`src/mem_pkg.sv`:
```
package mem_pkg;

    // word and address widths
    localparam int DATA_W    = 32;
    localparam int ADDR_W    = 32;
    localparam int LANE_W    = 8;
    localparam int NUM_LANES = DATA_W / LANE_W;

    // byte offset bits dropped from the wishbone address
    localparam int OFFS_W  = $clog2(NUM_LANES);
    localparam int WADDR_W = ADDR_W - OFFS_W;

    // bank layout
    localparam int NUM_BANKS  = 4;
    localparam int BANK_WORDS = 256;
    localparam int IDX_W      = 8;
    localparam int BANK_W     = 2;

    // first word address past the last bank
    localparam int MEM_WORDS = NUM_BANKS * BANK_WORDS;

    // one memory word, seen whole by the bus and per byte by the banks
    typedef union packed {
        logic [DATA_W-1:0]                 word;
        logic [NUM_LANES-1:0][LANE_W-1:0]  lanes;
    } mem_word_u;

    // wishbone classic, master side
    typedef struct packed {
        logic                  cyc;
        logic                  stb;
        logic                  we;
        logic [NUM_LANES-1:0]  sel;
        logic [ADDR_W-1:0]     adr;
        mem_word_u             dat;
    } wb_req_t;

    // wishbone classic, slave side
    typedef struct packed {
        logic       ack;
        logic       err;
        mem_word_u  dat;
    } wb_rsp_t;

    // request into a single bank
    typedef struct packed {
        logic                  req;
        logic                  we;
        logic [NUM_LANES-1:0]  be;
        logic [IDX_W-1:0]      idx;
        mem_word_u             wdata;
    } bank_req_t;

    // accepted transaction, handed from router to collector
    typedef struct packed {
        logic               valid;
        logic [BANK_W-1:0]  bank;
        logic               err;
    } route_t;

endpackage

```
`src/mem_rsp_collect.sv`:
```
`timescale 1ns/10ps

module mem_rsp_collect (
    input  logic                clk,
    input  logic                rst,
    input  mem_pkg::route_t     route,
    input  mem_pkg::mem_word_u  bank_rdata [mem_pkg::NUM_BANKS],
    output mem_pkg::wb_rsp_t    wb_rsp
);
    import mem_pkg::*;

    // route of the transaction being answered
    route_t     route_q;
    logic       ack;
    logic       err;
    mem_word_u  sel_data;

    // valid drops after one cycle since the router only pulses it
    always_ff @(posedge clk) begin
        if (rst) begin
            route_q <= '0;
        end else begin
            route_q <= route;
        end
    end

    assign ack = route_q.valid && !route_q.err;
    assign err = route_q.valid && route_q.err;

    // banks return zero for a write, so only err needs masking here
    always_comb begin
        if (ack) begin
            sel_data = bank_rdata[route_q.bank];
        end else begin
            sel_data = '0;
        end
    end

    always_comb begin
        wb_rsp.ack = ack;
        wb_rsp.err = err;
        wb_rsp.dat = sel_data;
    end

endmodule

```
`config.mk`:
```
export PLATFORM = sky130hd
export DESIGN_NAME = mem_rsp_collect
export DESIGN_NICKNAME = d
export VERILOG_FILES = /design/src/mem_pkg.sv /design/src/mem_rsp_collect.sv
export SDC_FILE = /design/constraint.sdc
export NUM_CORES = 1
export LEC_CHECK = 0
export BUFFER_PORTS_ARGS = -buffer_cell sky130_fd_sc_hd__buf_2
export CAP_MARGIN = 25
export CORE_MARGIN = 4
export CORE_UTILIZATION = 30
export DETAILED_ROUTE_END_ITERATION = 8
export PLACE_DENSITY_LB_ADDON = 0.25
export SYNTH_ARGS = -nofsm -noshare
export SYNTH_HDL_FRONTEND = slang
export SYNTH_SLANG_ARGS = --single-unit
```
`constraint.sdc`:
```
create_clock -name clk -period 3.4 [get_ports clk]
set_clock_uncertainty 0.1 [all_clocks]
set_input_delay 0.34 -clock clk [delete_from_list [all_inputs] [get_ports clk]]
set_output_delay 0.34 -clock clk [all_outputs]
set_load 0.01 [all_outputs]
```
==> results.cfg <==
[global_route]
grt_max_degree = 65
gr-total-overflow = 0
grtUsageTotal_pct = 15.7
grt_antenna_before_repair = 0
grt_pass1_wl_um = 6920
top_usage_layer = met2
grt_util_met2_pct = 31.8
grt_pass1_vias = 1578
met1_usage_pct = 17.4
grt.met3_usage_pct = 1.92

[synthesis]
synthesis.nets = 258
synth_area_per_cell_um2 = 10.3
yosysWarnings = 0
synthAdderAreaFrac_pct = 0
synth-seq-area-share_pct = 6.27
netlist_instances = 124
synth_top_cell_by_area = mux2i_1
synth_top_family_by_area = multiplexers
synthXorXnorAreaFrac_pct = 0
synth_compound_area_share_pct = 30.4
synthMuxAreaShare_pct = 50.1
syn_area_mm2 = 0.00128
synth_seq_cells = 4
synth_cell_types = 11
yosys.area_share.simple_pct = 4.21
ys_top_cells_by_area = mux2i_1 (50%), o22ai_2 (29%), dfxtp_1 (6.3%)
synth_top_area_share_pct = 50.1

[drt]
routed_wl_um = 4730
detail_route.wl_per_cell_um = 14.3
vias = 1560
dr.pass1.iters = 2
drc_errors = 0
postRouteAntennaNets = 0
vias_per_cell = 4.71
drtIter0Drc = 25

[clock_tree]
clk_pin_slew_ps = 30
htree_levels = 1
numCtsBuffers = 3
post_cts_resized = 0
cts_tree = yes
cts_hold_buf = 0
cts-root-buf = clkbuf_8
clock_sinks = 4
cts_setup_buffers = 0
cts_buffer_depth = 2

[critical_path]
critical_path.max_fanout = 18
cpPeakStageDelay_ps = 710
crit_arrival_ps = 2010
startpoint_type = flip-flop
cp_data_required_time_ps = 2960
crit_slowest_cell = nand3b_1
critPathKind = reg -> out
cp-end-kind = output pin
worstPathCellList = nand3b_1 > buf_12 > o22ai_2 > buf_2
worstSetupStartpoint = route_q[0]

[place]
hpwl_um = 3840
gp_congestion = 0.801
portBuffers = 167

[worst_hold_path]
hold_path_class = in -> reg
min_path_cells = 2
min_from = rst

[die]
dieArea_mm2 = 0.00537
coreArea_mm2 = 0.00406
num_rows = 23
initial_core_util_pct = 31.5
io_pins = 168
die_y_um = 73.3
die_w_um = 73.3

[layout]
area_growth_pct = 68.9
largest_reg_flops = 4
reg_top3 = route_q (4)
final_util_pct = 53.2
drive_gt1_share_pct = 72.6
top_register = route_q
final_cell_mix = buf_2 (167), mux2i_1 (64), o22ai_2 (30)
layout_commonest_cell = buf_2
finalNetCount = 416
insertedDiodeCount = 0

[status]
status = finished, final reports clean

[run]
maxCapViolations = 0

[sta]
finalSetupViolations = 0
worst_slew_pin_slew_ps = 1030
maxSlewViolCount = 0
report.final.hold_viol_count = 0
fmax_ghz = 0.408
finalCriticalPeriod_ps = 2450
tns_ps = 0
slew-limit-headroom_pct = 31.3
rsz0062_at_grt = false
post-route-period-util_pct = 72.1
whs_ps = 222

[pwr]
powerDensity_mw_per_mm2 = 177
peakVddDrop_mv = 0.217
total_leakage_power_uw = 0.00114
-- critical path: cells and delay by family (launching register included) --
| family | cells | cell delay (ps) |
|---|---|---|
| buf+inv | 2 | 590 |
| compound gates | 1 | 170 |
| simple gates | 1 | 710 |
| flops | 1 | 310 |
-- per-layer routing --
layer	wire (um)	share of wire (%)	vias to the layer above
met4	6	0.13	0
li1	-	-	805
met2	2610	55	70
met5	0	0	-
met1	1650	35	683
met3	464	9.8	2
-- kinds of logic (layout without fill, tap and decap cells) --
kind of cell | count (synthesis) | after routing
buffers and inverters | 16 | 173
AO/OA/AOI/OAI | 32 | 32
AND/OR/NAND/NOR | 8 | 8
flip-flops | 4 | 4
multiplexers | 64 | 64
-- path summary, 6_finish.rpt --
check and end:
max wb_rsp[18], min route_q[2]
-- per-stage QoR --
| stage | area [um2] | instances | setup WS, ps | power, uW |
|---|---|---|---|---|
| after CTS | 2130 | 330 | 897 | 385 |
| after floorplan | 1280 | 124 | 1880 | 178 |
| after global routing | 2160 | 331 | 787 | 412 |
| final | 2160 | 331 | 950 | 382 |
| after detailed placement | 2080 | 326 | 1140 | 275 |
| after global placement | 2080 | 326 | 1200 | 272 |
-- final cells by class --
| class | instances | area, um2 |
|---|---|---|
| clock buffers | 4 | 45.0 |
| repair buffers | 169 | 883 |
| multi-input cells | 104 | 1080 |
| flip-flops and latches | 4 | 83.8 |
| well taps | 50 | 62.6 |
| fillers | 386 | 1900 |
-- power by group --
part,internal [uW],leakage (uW),switching [uW]
sequential,49.6,0.0000339,19.0
combinational,126,0.00108,81.7
clock,80.1,0.0000228,25.1
total,256,0.00114,126
-- synthesized netlist by cell type --
cell and number:
mux2i_1 64, o22ai_2 30, buf_2 8, nor2b_1 5
buf_4 4, buf_6 4, dfxtp_1 4, o22ai_1 2
and2_1 1, nand3b_1 1, or3b_1 1
No activity file was read; power rests on OpenSTA's default activity.
