<file path="src/mem_pkg.sv">
package mem_pkg;

    // word and address widths
    localparam int DATA_W    = 32;
    localparam int ADDR_W    = 32;
    localparam int LANE_W    = 8;
    localparam int NUM_LANES = DATA_W / LANE_W;

    // byte offset bits dropped from the wishbone address
    localparam int OFFS_W  = $clog2(NUM_LANES);
    localparam int WADDR_W = ADDR_W - OFFS_W;

    // bank layout
    localparam int NUM_BANKS  = 4;
    localparam int BANK_WORDS = 256;
    localparam int IDX_W      = 8;
    localparam int BANK_W     = 2;

    // first word address past the last bank
    localparam int MEM_WORDS = NUM_BANKS * BANK_WORDS;

    // one memory word, seen whole by the bus and per byte by the banks
    typedef union packed {
        logic [DATA_W-1:0]                 word;
        logic [NUM_LANES-1:0][LANE_W-1:0]  lanes;
    } mem_word_u;

    // wishbone classic, master side
    typedef struct packed {
        logic                  cyc;
        logic                  stb;
        logic                  we;
        logic [NUM_LANES-1:0]  sel;
        logic [ADDR_W-1:0]     adr;
        mem_word_u             dat;
    } wb_req_t;

    // wishbone classic, slave side
    typedef struct packed {
        logic       ack;
        logic       err;
        mem_word_u  dat;
    } wb_rsp_t;

    // request into a single bank
    typedef struct packed {
        logic                  req;
        logic                  we;
        logic [NUM_LANES-1:0]  be;
        logic [IDX_W-1:0]      idx;
        mem_word_u             wdata;
    } bank_req_t;

    // accepted transaction, handed from router to collector
    typedef struct packed {
        logic               valid;
        logic [BANK_W-1:0]  bank;
        logic               err;
    } route_t;

endpackage

</file>
<file path="src/mem_req_router.sv">
`timescale 1ns/10ps

module mem_req_router (
    input  logic                clk,
    input  logic                rst,
    input  mem_pkg::wb_req_t    wb_req,
    output mem_pkg::bank_req_t  breq [mem_pkg::NUM_BANKS],
    output mem_pkg::route_t     route
);
    import mem_pkg::*;

    // high in the cycle after a request was issued
    logic  busy;
    logic  accept;

    // address split
    logic [WADDR_W-1:0]  word_addr;
    logic [BANK_W-1:0]   bank_num;
    logic [IDX_W-1:0]    idx;
    logic                in_range;

    assign word_addr = wb_req.adr[ADDR_W-1:OFFS_W];
    assign bank_num  = word_addr[IDX_W +: BANK_W];
    assign idx       = word_addr[IDX_W-1:0];
    assign in_range  = (word_addr < WADDR_W'(MEM_WORDS));

    // new transaction seen on the bus and not yet served
    assign accept = wb_req.cyc && wb_req.stb && !busy;

    // one request per transaction
    // the master holds stb until it sees ack, so block the repeat
    always_ff @(posedge clk) begin
        if (rst) begin
            busy <= 1'b0;
        end else begin
            busy <= accept;
        end
    end

    // bank requests, only the addressed bank sees anything
    always_comb begin
        for (int b = 0; b < NUM_BANKS; b++) begin
            breq[b] = '0;
            if (accept && in_range && (bank_num == BANK_W'(b))) begin
                breq[b].req   = 1'b1;
                breq[b].we    = wb_req.we;
                breq[b].be    = wb_req.sel;
                breq[b].idx   = idx;
                breq[b].wdata = wb_req.dat;
            end
        end
    end

    // tell the collector which bank answers, or that none will
    always_comb begin
        route.valid = accept;
        route.bank  = bank_num;
        route.err   = !in_range;
    end

endmodule

</file>
<file path="config.mk">
export PLATFORM = sky130hd
export DESIGN_NAME = mem_req_router
export DESIGN_NICKNAME = d
export VERILOG_FILES = /design/src/mem_pkg.sv /design/src/mem_req_router.sv
export SDC_FILE = /design/constraint.sdc
export NUM_CORES = 1
export LEC_CHECK = 0
export ABC_AREA = 1
export BUFFER_PORTS_ARGS = -buffer_cell sky130_fd_sc_hd__buf_2
export CAP_MARGIN = 20
export CORE_AREA = 3 3 100 102
export DETAILED_ROUTE_END_ITERATION = 8
export DIE_AREA = 0 0 103 105
export SYNTH_ARGS = -nofsm -noshare
export SYNTH_HDL_FRONTEND = slang
export SYNTH_SLANG_ARGS = --single-unit
</file>
<file path="constraint.sdc">
create_clock -name clk -period 1.9 [get_ports clk]
set_clock_uncertainty 0.15 [all_clocks]
set_input_delay 0.19 -clock clk [delete_from_list [all_inputs] [get_ports clk]]
set_output_delay 0.19 -clock clk [all_outputs]
set_load 0.1 [all_outputs]
</file>
==> results of run 1 <==
## cell type report
type	count	area, um2	area share
inverters	55	221	0.0350
multi-input cells	207	1710	0.270
flip-flops and latches	1	21.3	0.00336
well taps	111	139	0.0219
repair buffers	268	4240	0.670
## repair_timing
action                                  4_1_cts  5_1_grt
gates resized for setup                     121       54
hold buffers                                  0        0
endpoints found under the setup margin      129      146
hold endpoints to repair                      0        0
buffers inserted                              0        1
## path summary, 6_finish.rpt
check                   from         to  slack, ns
setup reg to reg        busy       busy       1.09
setup / recovery  wb_req[61]  breq[142]       0.02
hold reg to reg         busy       busy       0.28
hold / removal           rst       busy       0.21
## routing by layer
layer  track usage  share of wire  up-vias
met5             0              0        -
li1              -              -     1286
met1         0.171           0.31     1212
met3        0.0347          0.087       14
met2         0.355           0.58      149
met4        0.0287          0.021        0
## stage by stage
stage / setup slack (ns) / utilization / hold slack (ns) / instance area [um2] / TNS, ns
floorplan: -0.768 / - / 0.111 / 1630 / -103.27
global placement: -0.00673 / 0.630 / 0.201 / 5800 / -0.00673
detailed placement: -0.0610 / 0.630 / 0.212 / 5800 / -1.95
CTS: -0.0445 / 0.663 / 0.212 / 6100 / -0.489
global route: -0.0631 / 0.689 / 0.223 / 6330 / -3.05
finish: 0.0158 / 0.689 / 0.206 / 6330 / 0
## layout by cell type, fill, tap and decap left out, types with 4 or more instances in the layout
cell type,n
inv_1,50
buf_12,193
nor2_2,111
nor2_1,8
clkinvlp_4,4
nand2_1,4
nand3_4,4
buf_2,74
nor2_4,74
## power by group through the flow
stage | Sequential, mW | Combinational (mW) | Clock (mW)
floorplan | 0.0233 | 0.122 | 0
global placement | 0.0233 | 0.207 | 0
detailed placement | 0.0234 | 0.216 | 0
CTS | 0.0234 | 0.241 | 0
global route | 0.0234 | 0.286 | 0
finish | 0.0234 | 0.261 | 0
## cell families after synthesis
family	share of synthesized area
flops	0.0153
buf+inv	0.313
simple gates	0.672
## critical path, delay by kind of cell
kind | cells | cell delay (ns)
simple gates | 7 | 0.82
buf+inv | 3 | 0.50
==> flow_summary.yaml, run 1 <==
synth:
  synth_area_per_cell_um2: 4.64
  synth.top_cell.area_share: 0.551
  yosysSeqAreaShare: 0.0153
  synth_edf_count: 0
  synth.distinct_cells: 15
  ys_ff_latch: 1
  yosys-top-cells-count: "192 x nor2_1, 54 x inv_1, 16 x buf_6"
  syn_inst: 282
  syn_area_um2: 1310
  synthMostInstantiatedCell: "nor2_1"
  ys.flop_type: "dfxtp_1"
  syn_nets: 355
  synth.area.top_cells: "nor2_1 55%, inv_1 15%, buf_6 14%, nand3_4 5.4%, buf_4 1.7%"
  synthArstFlopShare: 0
  yosysWarnings: 0
  netlist.top_cell.by_area: "nor2_1"
drt:
  viasPerCell: 4.14
  drtIter0Drc: 64
  vias: 2661
  drcViolationCount: 0
  drt_first_pass_iters: 4
  wl_per_cell_um: 15.6
  ant_nets: 0
  totalWireLength_mm: 10.0
timing:
  finalSetupViolCount: 0
  hold_viol: 0
  layout_min_cycle_time_ns: 1.88
  rsz0062_at_grt: "true"
  finalCritPeriodShare: 0.992
  relSlewSlack: 0.672
  worst_pin_slew_ns: 0.495
  drv_slew: 0
  fmax_ghz: 0.531
worst_setup_path:
  timing.critical_path.slowest_cell_delay_ns: 0.21
  worstPathArrival_ns: 1.54
  crit_slowest_cell: "buf_12"
  critPathLaunchType: "input port"
  cp_common_cell: "nor2_2"
  r2r_cells: 1
  critPathCaptureType: "output pin"
  path_class: "input port to output pin"
  crit_fanout: 30
  cp.required_ns: 1.56
  crit_chain: "buf_2 > nor2_2 > nand2_1 > nor2_2 > nand2_2 > nor2_8 > nand3_4 > buf_12 > nor2_2 > buf_12"
final_layout:
  antenna_cells: 0
  reg_top3: "busy: 1 flops"
  area_delta_synth_final_pct: 384
  fin_cells: 642
  largest_reg_flops: 1
  regMostFlops: "busy"
  drive_gt1_frac: 0.879
  fill_cells: 640
  fin_nets: 606
placement:
  hpwlAfterDp_mm: 8.57
  portBuffers: 258
  gp_congestion: 0.784
  dp_cells: 641
floorplanning:
  start_util: 0.142
  die_area_um2: 10800
  die_w_um: 103
  rows: 35
  core_um2: 9200
  io_pins: 261
  die_height_um: 105
global_route:
  grt-ovfl-total: 0
  grt_pass1_vias: 2748
  grt_pass1_wl_mm: 15.0
  grt_usage: 0.172
  grt_max_degree: 31
  antenna_found_initial: 0
min_path:
  whs_path_depth: 2
  hp-class: "input port to flop"
power_and_ir_drop:
  p_total_uw: 285
  clkPwrFrac: 0
  comb_power_share: 0.918
  p_int_uw: 98.8
  power_per_cell_area_nw_per_um2: 44.9
  swShare: 0.653
  ir_drop_v: 0.000138
  net-switching-power_uw: 186
  p_leak_nw: 2.61
  pwr-share-seq: 0.082
outcome:
  status: "completed"
flow_run:
  max_cap_violations: 0
clocking:
  clkTransAtPathRegs_ns: 0
  insertion_delay_ns: 0
(Power assumes the default switching activity.)
==> run 2, diff against run 1 <==
- ABC_AREA: 1 -> default
- CAP_MARGIN: 20 -> 5
- CORE_AREA: 3 3 100 102 -> 3 3 99 101
- DIE_AREA: 0 0 103 105 -> 0 0 102 104
- PLACE_DENSITY: default -> 0.74
==> run 2 against run 1 <==
Against the previous run: the flow now stops in detailed placement (3_5_place_dp); synthesized cell count rose by 65%; area after synthesis rose by 150%.
==> flow_summary.yaml, run 2 <==
floorplanning:
  start_util: 0.358
  die_height_um: 104
  rows: 35
  io_pins: 261
  die_w_um: 102
synth:
  synthArstFlopShare: 0
  ys_ff_latch: 1
  syn_nets: 537
  syn_inst: 464
  synth.area.top_cells: "nor4_2 58%, nand2_1 21%, buf_2 7.2%, nor4_1 6.7%, clkbuf_1 3.6%"
  synth.distinct_cells: 15
  synth_edf_count: 0
  yosysSeqAreaShare: 0.00613
  synthMostInstantiatedCell: "nand2_1"
  ys.flop_type: "dfxtp_1"
  yosys-top-cells-count: "182 x nand2_1, 150 x nor4_2, 47 x buf_2"
  yosysWarnings: 0
  synth.top_cell.area_share: 0.575
  synth_area_per_cell_um2: 7.03
  syn_area_um2: 3260
  netlist.top_cell.by_area: "nor4_2"
placement:
  gp_congestion: 0.833
  hpwlAfterDp_mm: 19.4
  portBuffers: 258
outcome:
  status: "did not finish"
  stop_stage: "detailed placement (3_5_place_dp)"
  error_line: "[ERROR DPL-0033] detailed placement checks failed during check placement."
-- run 2: cells by family after synthesis --
group / Yosys count / share of synthesized area
buf+inv: 84 / 0.118
flops: 1 / 0.00614
simple gates: 379 / 0.876
-- run 2: metrics by stage --
step	setup WS [ns]	instances
2_1_floorplan	-1.17	464
3_3_place_gp	-0.253	818
==> run 3, diff against run 2 <==
- CORE_AREA: 3 3 99 101 -> 3 3 102 104
- DIE_AREA: 0 0 102 104 -> 0 0 105 107
- PLACE_DENSITY: 0.74 -> default
- PLACE_DENSITY_LB_ADDON: default -> 0.15
==> run 3 against run 2 <==
Against the previous run: the flow stops in clock tree synthesis (4_1_cts); area after synthesis did not move; synthesized cell count did not move.
==> flow_summary.yaml, run 3 <==
synth:
  synthArstFlopShare: 0
  synthMostInstantiatedCell: "nand2_1"
  ys.flop_type: "dfxtp_1"
  netlist.top_cell.by_area: "nor4_2"
  syn_nets: 537
  synth_area_per_cell_um2: 7.03
  synth.top_cell.area_share: 0.575
  synth_edf_count: 0
  synth.area.top_cells: "nor4_2 58%, nand2_1 21%, buf_2 7.2%, nor4_1 6.7%, clkbuf_1 3.6%"
  yosysWarnings: 0
  ys_ff_latch: 1
  syn_inst: 464
  yosysSeqAreaShare: 0.00613
  synth.distinct_cells: 15
  yosys-top-cells-count: "182 x nand2_1, 150 x nor4_2, 47 x buf_2"
  syn_area_um2: 3260
floorplanning:
  die_w_um: 105
  rows: 36
  io_pins: 261
  start_util: 0.339
  die_height_um: 107
outcome:
  status: "did not finish"
  stop_stage: "clock tree synthesis (4_1_cts)"
  error_line: "[ERROR DPL-0038] Utilization greater than 100%, impossible to legalize"
clocking:
  postCtsHoldBufs: 0
  ctsResizeCount: 103
  postCtsSetupBuffers: 14
placement:
  portBuffers: 258
  placed_area_um2: 8820
  dp_cells: 831
  hpwlAfterDp_mm: 14.6
  gp_congestion: 0.808
[run 3: cell counts after synthesis]
No cell type changed its count.
[run 3: kinds of logic after synthesis]
logic type	count (synthesis)	share of synthesized area
AND/OR/NAND/NOR	379	0.876
flip-flops	1	0.00614
buffers and inverters	84	0.118
[run 3: per-stage QoR]
step	setup WS, ns	hold WS [ns]	util	setup TNS, ns
after detailed placement	-0.325	0.198	0.915	-44.63
after floorplan	-1.17	0.112	-	-156.91
after global placement	-0.249	0.197	0.915	-36.30
